[config.mk]
export PLATFORM = sky130hd
export DESIGN_NAME = tapc_top
export DESIGN_NICKNAME = d
export VERILOG_FILES = /design/src/source/tap_dr_pkg.sv /design/src/source/tap_fsm_pkg.sv /design/src/source/tap_ctrl_if.sv /design/src/source/tap_dr_chains.sv /design/src/source/tap_fsm.sv /design/src/source/tap_ir.sv /design/src/source/tap_tdo_out.sv /design/src/source/tapc_top.sv
export SDC_FILE = /design/constraint.sdc
export NUM_CORES = 1
export LEC_CHECK = 0
export BUFFER_PORTS_ARGS = -buffer_cell sky130_fd_sc_hd__buf_4
export CAP_MARGIN = 0
export CORE_MARGIN = 8
export CORE_UTILIZATION = 45
export DETAILED_ROUTE_END_ITERATION = 16
export GPL_ROUTABILITY_DRIVEN = 0
export GPL_TIMING_DRIVEN = 0
export PLACE_DENSITY = 0.72
export SLEW_MARGIN = 15
export SYNTH_ARGS = -nofsm -noshare
export SYNTH_HDL_FRONTEND = slang
export SYNTH_SLANG_ARGS = --single-unit
[constraint.sdc]
create_clock -name tck -period 3.7 [get_ports tck]
set_input_delay 0.74 -clock tck [delete_from_list [all_inputs] [get_ports tck]]
set_output_delay 0.74 -clock tck [all_outputs]
set_load 0.02 [all_outputs]
[src/source/tap_dr_pkg.sv]
// ------------------------------------------------
// Data register widths and DMI scan chain ids
// ------------------------------------------------
`default_nettype none

package tap_dr_pkg;

    // Data register lengths
    localparam int unsigned tap_idcode_width = 32;
    localparam int unsigned tap_bypass_width = 1;

    // Chain id presented to the debug module interface
    typedef logic [1:0] dmi_ch_id_t;

    localparam dmi_ch_id_t dmi_ch_id_dtmcs  = 2'd1;  // DTM control/status
    localparam dmi_ch_id_t dmi_ch_id_access = 2'd2;  // DMI access register

endpackage

`default_nettype wire

[src/source/tap_fsm_pkg.sv]
// ------------------------------------------------
// TAP controller state encoding, instruction
// register width, opcodes and IR capture pattern
// ------------------------------------------------
`default_nettype none

package tap_fsm_pkg;

    // Sixteen states of the IEEE 1149.1 TAP controller
    typedef enum logic [3:0] {
        tap_st_reset       = 4'h0,  // Test-Logic-Reset
        tap_st_idle        = 4'h1,  // Run-Test/Idle
        tap_st_dr_sel_scan = 4'h2,
        tap_st_dr_capture  = 4'h3,
        tap_st_dr_shift    = 4'h4,
        tap_st_dr_exit1    = 4'h5,
        tap_st_dr_pause    = 4'h6,
        tap_st_dr_exit2    = 4'h7,
        tap_st_dr_update   = 4'h8,
        tap_st_ir_sel_scan = 4'h9,
        tap_st_ir_capture  = 4'hA,
        tap_st_ir_shift    = 4'hB,
        tap_st_ir_exit1    = 4'hC,
        tap_st_ir_pause    = 4'hD,
        tap_st_ir_exit2    = 4'hE,
        tap_st_ir_update   = 4'hF
    } tap_state_e;

    localparam int unsigned tap_ir_width = 5;

    // Supported opcodes, any other code acts as BYPASS
    typedef enum logic [tap_ir_width-1:0] {
        tap_instr_idcode     = 5'h01,
        tap_instr_dtmcs      = 5'h10,
        tap_instr_dmi_access = 5'h11,
        tap_instr_bypass     = 5'h1F
    } tap_instr_e;

    // Loaded in Capture-IR, LSB must be 1 per 1149.1
    localparam logic [tap_ir_width-1:0] tap_ir_capture_value = 5'b00001;

endpackage

`default_nettype wire

[src/source/tap_ctrl_if.sv]
// ------------------------------------------------
// TAP state, internal reset and scan strobes
// shared by the controller submodules
// ------------------------------------------------
`default_nettype none

interface tap_ctrl_if;

    tap_fsm_pkg::tap_state_e state;  // Current TAP state
    logic sync_rst_n;                // Low while in Test-Logic-Reset
    logic ir_shift;                  // State is Shift-IR
    logic dr_capture;                // State is Capture-DR
    logic dr_shift;                  // State is Shift-DR
    logic dr_update;                 // State is Update-DR

    // Producer side
    modport fsm (
        output state, sync_rst_n, ir_shift, dr_capture, dr_shift, dr_update
    );

    // Consumer side
    modport ctrl (
        input state, sync_rst_n, ir_shift, dr_capture, dr_shift, dr_update
    );

endinterface

`default_nettype wire

[src/source/tap_dr_chains.sv]
// ------------------------------------------------
// Instruction decode, BYPASS and IDCODE data
// registers, DMI chain select and DR output mux
// ------------------------------------------------
`default_nettype none

module tap_dr_chains (
    input  logic tck,
    input  logic trst_n,
    input  logic tdi,
    tap_ctrl_if.ctrl ctrl,
    input  tap_fsm_pkg::tap_instr_e instr,
    input  logic [tap_dr_pkg::tap_idcode_width-1:0] fuse_idcode,
    input  logic dmi_ch_tdo,
    output logic dmi_ch_sel,
    output tap_dr_pkg::dmi_ch_id_t dmi_ch_id,
    output logic dr_tdo
);

    logic bypass_sel;
    logic idcode_sel;
    logic [tap_dr_pkg::tap_bypass_width-1:0] bypass_reg;
    logic [tap_dr_pkg::tap_idcode_width-1:0] idcode_reg;

    // ------------------------------------------------
    // Instruction decode and serial output mux
    // ------------------------------------------------
    always_comb begin
        bypass_sel = 1'b0;
        idcode_sel = 1'b0;
        dmi_ch_sel = 1'b0;
        dmi_ch_id  = '0;
        dr_tdo     = 1'b0;
        case (instr)
            tap_fsm_pkg::tap_instr_idcode: begin
                idcode_sel = 1'b1;
                dr_tdo     = idcode_reg[0];
            end
            tap_fsm_pkg::tap_instr_dtmcs: begin
                dmi_ch_sel = 1'b1;
                dmi_ch_id  = tap_dr_pkg::dmi_ch_id_dtmcs;
                dr_tdo     = dmi_ch_tdo;  // External chain
            end
            tap_fsm_pkg::tap_instr_dmi_access: begin
                dmi_ch_sel = 1'b1;
                dmi_ch_id  = tap_dr_pkg::dmi_ch_id_access;
                dr_tdo     = dmi_ch_tdo;
            end
            default: begin  // BYPASS and every unknown code
                bypass_sel = 1'b1;
                dr_tdo     = bypass_reg[0];
            end
        endcase
    end

    // BYPASS register, captures 0
    always_ff @(posedge tck) begin
        if (bypass_sel && ctrl.dr_capture) begin
            bypass_reg <= '0;
        end else if (bypass_sel && ctrl.dr_shift) begin
            bypass_reg <= tap_dr_pkg::tap_bypass_width'({tdi, bypass_reg} >> 1);
        end
    end

    // IDCODE register, captures the fuse value
    always_ff @(posedge tck) begin
        if (idcode_sel && ctrl.dr_capture) begin
            idcode_reg <= fuse_idcode;
        end else if (idcode_sel && ctrl.dr_shift) begin
            idcode_reg <= {tdi, idcode_reg[tap_dr_pkg::tap_idcode_width-1:1]};
        end
    end

    // Sampled into the TDO stage on the falling edge
    dmi_tdo_known_a: assert property (
        @(negedge tck) disable iff (!trst_n)
        (dmi_ch_sel && ctrl.dr_shift) |-> !$isunknown(dmi_ch_tdo)
    ) else $error("tap_dr_chains: dmi_ch_tdo unknown in Shift-DR");

endmodule

`default_nettype wire

[src/source/tap_fsm.sv]
// ------------------------------------------------
// TAP state machine with internal sync reset and
// registered capture, shift and update strobes
// ------------------------------------------------
`default_nettype none

module tap_fsm (
    input  logic tck,
    input  logic trst_n,
    input  logic tms,
    tap_ctrl_if.fsm ctrl
);

    tap_fsm_pkg::tap_state_e state_next;

    // ------------------------------------------------
    // State register and next state
    // ------------------------------------------------
    always_ff @(posedge tck or negedge trst_n) begin
        if (!trst_n) ctrl.state <= tap_fsm_pkg::tap_st_reset;
        else         ctrl.state <= state_next;
    end

    always_comb begin
        case (ctrl.state)
            tap_fsm_pkg::tap_st_reset:
                state_next = tms ? tap_fsm_pkg::tap_st_reset : tap_fsm_pkg::tap_st_idle;
            tap_fsm_pkg::tap_st_idle:
                state_next = tms ? tap_fsm_pkg::tap_st_dr_sel_scan : tap_fsm_pkg::tap_st_idle;
            tap_fsm_pkg::tap_st_dr_sel_scan:
                state_next = tms ? tap_fsm_pkg::tap_st_ir_sel_scan
                                 : tap_fsm_pkg::tap_st_dr_capture;
            tap_fsm_pkg::tap_st_dr_capture,
            tap_fsm_pkg::tap_st_dr_shift:
                state_next = tms ? tap_fsm_pkg::tap_st_dr_exit1 : tap_fsm_pkg::tap_st_dr_shift;
            tap_fsm_pkg::tap_st_dr_exit1:
                state_next = tms ? tap_fsm_pkg::tap_st_dr_update : tap_fsm_pkg::tap_st_dr_pause;
            tap_fsm_pkg::tap_st_dr_pause:
                state_next = tms ? tap_fsm_pkg::tap_st_dr_exit2 : tap_fsm_pkg::tap_st_dr_pause;
            tap_fsm_pkg::tap_st_dr_exit2:
                state_next = tms ? tap_fsm_pkg::tap_st_dr_update : tap_fsm_pkg::tap_st_dr_shift;
            tap_fsm_pkg::tap_st_ir_sel_scan:  // TMS high here wraps back to reset
                state_next = tms ? tap_fsm_pkg::tap_st_reset : tap_fsm_pkg::tap_st_ir_capture;
            tap_fsm_pkg::tap_st_ir_capture,
            tap_fsm_pkg::tap_st_ir_shift:
                state_next = tms ? tap_fsm_pkg::tap_st_ir_exit1 : tap_fsm_pkg::tap_st_ir_shift;
            tap_fsm_pkg::tap_st_ir_exit1:
                state_next = tms ? tap_fsm_pkg::tap_st_ir_update : tap_fsm_pkg::tap_st_ir_pause;
            tap_fsm_pkg::tap_st_ir_pause:
                state_next = tms ? tap_fsm_pkg::tap_st_ir_exit2 : tap_fsm_pkg::tap_st_ir_pause;
            tap_fsm_pkg::tap_st_ir_exit2:
                state_next = tms ? tap_fsm_pkg::tap_st_ir_update : tap_fsm_pkg::tap_st_ir_shift;
            default:  // Both update states
                state_next = tms ? tap_fsm_pkg::tap_st_dr_sel_scan : tap_fsm_pkg::tap_st_idle;
        endcase
    end

    // Internal reset, changes on falling edge
    always_ff @(negedge tck or negedge trst_n) begin
        if (!trst_n) ctrl.sync_rst_n <= 1'b0;
        else         ctrl.sync_rst_n <= (ctrl.state != tap_fsm_pkg::tap_st_reset);
    end

    // ------------------------------------------------
    // Strobes, high for the whole matching state
    // ------------------------------------------------
    always_ff @(posedge tck or negedge trst_n) begin
        if (!trst_n) begin
            ctrl.ir_shift   <= 1'b0;
            ctrl.dr_capture <= 1'b0;
            ctrl.dr_shift   <= 1'b0;
            ctrl.dr_update  <= 1'b0;
        end else begin
            // Decoded from the state being entered
            ctrl.ir_shift   <= ctrl.sync_rst_n && (state_next == tap_fsm_pkg::tap_st_ir_shift);
            ctrl.dr_capture <= ctrl.sync_rst_n && (state_next == tap_fsm_pkg::tap_st_dr_capture);
            ctrl.dr_shift   <= ctrl.sync_rst_n && (state_next == tap_fsm_pkg::tap_st_dr_shift);
            ctrl.dr_update  <= ctrl.sync_rst_n && (state_next == tap_fsm_pkg::tap_st_dr_update);
        end
    end

    // TMS must be driven whenever the TAP is out of reset
    tms_known_a: assert property (@(posedge tck) disable iff (!trst_n) !$isunknown(tms))
        else $error("tap_fsm: tms unknown");

endmodule

`default_nettype wire

[src/source/tap_ir.sv]
// ------------------------------------------------
// Instruction shift register and the current
// instruction, updated on the falling edge
// ------------------------------------------------
`default_nettype none

module tap_ir (
    input  logic tck,
    input  logic trst_n,
    input  logic tdi,
    tap_ctrl_if.ctrl ctrl,
    output tap_fsm_pkg::tap_instr_e instr,
    output logic ir_tdo
);

    logic [tap_fsm_pkg::tap_ir_width-1:0] ir_sreg;  // Shift stage

    // ------------------------------------------------
    // Shift stage, LSB leaves first
    // ------------------------------------------------
    always_ff @(posedge tck) begin
        if (ctrl.state == tap_fsm_pkg::tap_st_ir_capture) begin
            ir_sreg <= tap_fsm_pkg::tap_ir_capture_value;
        end else if (ctrl.ir_shift) begin
            ir_sreg <= {tdi, ir_sreg[tap_fsm_pkg::tap_ir_width-1:1]};  // TDI in at MSB
        end
    end

    assign ir_tdo = ir_sreg[0];

    // ------------------------------------------------
    // Current instruction
    // ------------------------------------------------
    always_ff @(negedge tck or negedge trst_n) begin
        if (!trst_n) begin
            instr <= tap_fsm_pkg::tap_instr_idcode;
        end else if (!ctrl.sync_rst_n) begin
            instr <= tap_fsm_pkg::tap_instr_idcode;  // Held while in Test-Logic-Reset
        end else if (ctrl.state == tap_fsm_pkg::tap_st_ir_update) begin
            // Unlisted codes are kept as is and decode to BYPASS
            instr <= tap_fsm_pkg::tap_instr_e'(ir_sreg);
        end
    end

    // Shifted bits land in the instruction on the next Update-IR
    tdi_known_a: assert property (
        @(posedge tck) disable iff (!trst_n)
        ctrl.ir_shift |-> !$isunknown(tdi)
    ) else $error("tap_ir: tdi unknown in Shift-IR");

endmodule

`default_nettype wire

[src/source/tap_tdo_out.sv]
// ------------------------------------------------
// TDO source select and falling edge output regs
// ------------------------------------------------
`default_nettype none

module tap_tdo_out (
    input  logic tck,
    input  logic trst_n,
    tap_ctrl_if.ctrl ctrl,
    input  logic ir_tdo,
    input  logic dr_tdo,
    output logic tdo,
    output logic tdo_en
);

    logic tdo_mux;
    logic tdo_en_mux;

    // DR shift wins, both never overlap anyway
    always_comb begin
        tdo_mux    = 1'b0;
        tdo_en_mux = 1'b0;
        if (ctrl.dr_shift) begin
            tdo_mux    = dr_tdo;
            tdo_en_mux = 1'b1;
        end else if (ctrl.ir_shift) begin
            tdo_mux    = ir_tdo;
            tdo_en_mux = 1'b1;
        end
    end

    // Falling edge so the host samples a stable bit on rise
    always_ff @(negedge tck or negedge trst_n) begin
        if (!trst_n) begin
            tdo    <= 1'b0;
            tdo_en <= 1'b0;
        end else if (!ctrl.sync_rst_n) begin
            tdo    <= 1'b0;
            tdo_en <= 1'b0;
        end else begin
            tdo    <= tdo_mux;
            tdo_en <= tdo_en_mux;
        end
    end

endmodule

`default_nettype wire

[src/source/tapc_top.sv]
// ------------------------------------------------
// JTAG TAP controller top, JTAG pins, fuse input
// and the DMI scan chain port
// ------------------------------------------------
`default_nettype none

module tapc_top (
    input  logic trst_n,
    input  logic tck,
    input  logic tms,
    input  logic tdi,
    output logic tdo,
    output logic tdo_en,
    input  logic [tap_dr_pkg::tap_idcode_width-1:0] fuse_idcode,
    output logic dmi_ch_sel,                // DMI chain select
    output tap_dr_pkg::dmi_ch_id_t dmi_ch_id,
    output logic dmi_ch_capture,
    output logic dmi_ch_shift,
    output logic dmi_ch_update,
    output logic dmi_ch_tdi,
    input  logic dmi_ch_tdo
);

    tap_fsm_pkg::tap_instr_e instr;
    logic ir_tdo;
    logic dr_tdo;

    tap_ctrl_if ctrl_if ();

    tap_fsm u_fsm (.tck, .trst_n, .tms, .ctrl(ctrl_if.fsm));

    tap_ir u_ir (.tck, .trst_n, .tdi, .ctrl(ctrl_if.ctrl), .instr, .ir_tdo);

    tap_dr_chains u_dr (
        .tck, .trst_n, .tdi, .ctrl(ctrl_if.ctrl),
        .instr, .fuse_idcode, .dmi_ch_tdo,
        .dmi_ch_sel, .dmi_ch_id, .dr_tdo
    );

    tap_tdo_out u_tdo (.tck, .trst_n, .ctrl(ctrl_if.ctrl), .ir_tdo, .dr_tdo, .tdo, .tdo_en);

    // DMI chain strobes follow the DR strobes directly
    assign dmi_ch_capture = ctrl_if.dr_capture;
    assign dmi_ch_shift   = ctrl_if.dr_shift;
    assign dmi_ch_update  = ctrl_if.dr_update;
    assign dmi_ch_tdi     = tdi;

endmodule

`default_nettype wire

==> metrics.md <==
| Metric | Value |
|---|---|
| Die Height | `between 90 and 100 um` |
| Mapped cell area | `approximately 0.0026 mm2` |
| DRT iter0 DRCs | `70` |
| Final nets | `289` |
| Design Area, Final | `approximately 0.0034 mm2` |
| CP Capture Type | `output pin` |
| Synth Register Bits | `54` |
| Drt via density | `a little over 5` |
| Static Leakage | `1.386 nW` |
| Max VDD drop | `0.3068 mV` |
| I/O Buffers | `45` |
| Count of mapped cells out of synthesis | `186` |
| First-pass GRT wire length | `~8200 um` |
| Layout area overhead | `27.62%` |
| Starting Density | `45.61%` |
| Setup TNS | `-1.838 ns` |
| Slew margin rel. | `a little over three fifths` |
| Root Driver | `clkbuf_8` |
| Hold WC Path Type | `in2async` |
| Clk_lat worst skew | `0.35 ns` |
| Register area share after synthesis | `between 50% and 60%` |
| Detailed Route WL | `5149 um` |
| Setup violations, final | `35` |
| Max-Cap Viols | `0` |
| Core area | `around 0.0058 mm2` |
| Detail Route Antenna Nets | `0` |
| HPWL after DPL | `between 3000 and 4000 um` |
| Layout cell share with drive strength beyond 1 | `44.27%` |
| Grt ovf | `0` |
| Total vias in the final route | `between 1500 and 2000` |
| Crit-path max cell delay | `0.38 ns` |
| Power Total | `approximately 2.3 mW` |
| Asr flop ratio synth | `29.63%` |
| Final std cells w/o fill | `~330` |
| Vias in the first global route | `~1600` |
| Die width | `92.54 um` |
| Row count | `28` |
| CP max-delay cell | `dfrtn_1` |
| Largest register FFs | `32` |
| EDFF count, synth | `32` |
| Setup ws final | `-0.2127 ns` |
| Max-slew violations | `0` |
| Worst-path fanout max | `2` |
| Final core utilization | `58.20%` |
| CP top delay family | `simple AND/OR/NAND/NOR gates` |
| Area leader, netlist | `edfxtp_1` |
| Post-place instance area | `0.003117 mm2` |
| Total CTS buffers | `5` |
| Main flop type after synthesis | `edfxtp_1` |
| Power per cell area | `678.1 mW/mm2` |
| Failing checks | `negative setup slack` |
| Die area | `about 0.0086 mm2` |
| CTS sink count | `54` |
| Status | `finished with violations` |
| Synth cell types | `45` |
| H-tree levels | `2` |
| Final hold violation count | `0` |
| I/O pin total | `between 40 and 50` |
| Sequence of cells on the critical path | `nor3_4 > and2_4 > nor2b_4 > buf_6` |
| WP data required | `2.96 ns` |
| Post-synth top area share | `36.45%` |
| Crit path DAT | `between 3 and 4 ns` |
| Clock Path Buffers | `2` |
| Clk pin slew, worst setup/hold paths | `about 0.09 ns` |
| Worst Max-Slew Pin Slew | `around 0.56 ns` |
| Syn nets | `roughly 220` |
| DR pass1 iterations | `5` |
| RSZ-0062 raised after global routing | `true` |
| DRC viols | `0` |
| Syn_area_per_cell | `between 10 and 15 um2` |
| Post-route clock skew | `just under 0.06 ns` |
| CTS tree | `yes` |
| Initial antenna violation count | `0` |
| Most common cell in the netlist | `edfxtp_1` |
| Avg WL per Cell | `15.70 um` |
| Startpoint class of the critical path | `register` |
| CP Buf/Inv Count | `1` |
| Most area-consuming cells after synthesis | `edfxtp_1 36%, mux2_4 17%, dfrtp_1 7.6%` |
| Synth warn | `0` |
| Largest net degree at the start of global routing | `17` |
| Total GRT Usage | `between 10% and 20%` |
| Number of instances in the placed design | `approximately 300` |
| Antenna Cells | `0` |
| Post-CTS Hold Buffers | `0` |
| Commonest cells post-synth | `32 x edfxtp_1, 30 x mux2_4, 11 x clkbuf_1` |
| CP Class | `reg2out` |
-- timing repair --
item                                    CTS  global route
pin swaps                                 4             1
cloned                                    0             3
resized for setup                         6             0
buffers inserted                          5             4
endpoints found under the setup margin    3            47
-- cells in the final DEF (no fill, tap or decap), drive strengths merged, types with 5 or more instances in the layout --
cell type	synthesis	layout
buf	5	61
edfxtp	32	32
mux2	32	32
clkbuf	11	19
mux2i	9	9
dfrtp	8	8
dfrtn	7	7
nor2b	7	7
nor2	6	6
dfxtp	6	6
o21ai	5	5
nand2b	5	5
nor3	5	5
-- power breakdown --
group	switching (mW)	leakage, nW	internal (mW)
clock	0.186	0.0431	0.131
sequential	0.0841	0.546	0.902
combinational	0.458	0.797	0.521
total	0.728	1.39	1.55
-- routing by layer --
layer,global-route usage (%),wire length (um)
met1,15.30,2379
met2,19.43,2490
met3,2.508,222
met4,3.624,56
met5,0,0
-- final timing paths --
path / from / to / slack [ns] / cells after the start
max: u_ir.instr[3] / dmi_ch_id[0] / -0.21 / 4
min: trst_n / u_fsm.ctrl.state[1] / 0.28 / 1
max reg2reg: u_ir.instr[3] / u_dr.idcode_reg[8] / -0.06 / 7
min reg2reg: u_dr.bypass_reg / u_dr.bypass_reg / 0.49 / 2
max in group asynchronous: trst_n / u_ir.instr[0] / 1.36 / 1
min in group tck: u_dr.bypass_reg / u_dr.bypass_reg / 0.49 / 2
-- worst reg2reg max path, cell delays in order, from the launching register on --
cell and delay (ns):
dfrtn_1 0.38, nor3_4 0.21, buf_4 0.14, buf_6 0.10, and4_1 0.19, buf_6 0.19
clkbuf_16 0.17, mux2_4 0.29
-- layout make-up --
type | instances | area [um2]
buffer | 16 | 120.1
clock buffer | 5 | 68.82
clock inverter | 4 | 20.02
fill | 447 | 2416
inverter | 3 | 11.26
multi-input combinational | 112 | 1042
sequential | 54 | 1483
tap | 75 | 93.84
timing repair buffer | 59 | 525.5
-- stage by stage --
step                worst slack [ns]  hold slack, ns
floorplan                    -0.1199          0.4416
global placement             -0.4808          0.4593
detailed placement          -0.06487          0.4804
CTS                          -0.2076          0.2810
global route                 -0.2683          0.2930
finish                       -0.2127          0.2830
-- logic make-up after synthesis --
family	Yosys count	share of synthesized area, %
mux	41	21.36
buf+inv	20	5.126
compound gates	24	6.170
flops	54	56.24
xor+xnor	1	0.3323
simple gates	46	10.77
Note: power is estimated with default switching activity, not from simulation.
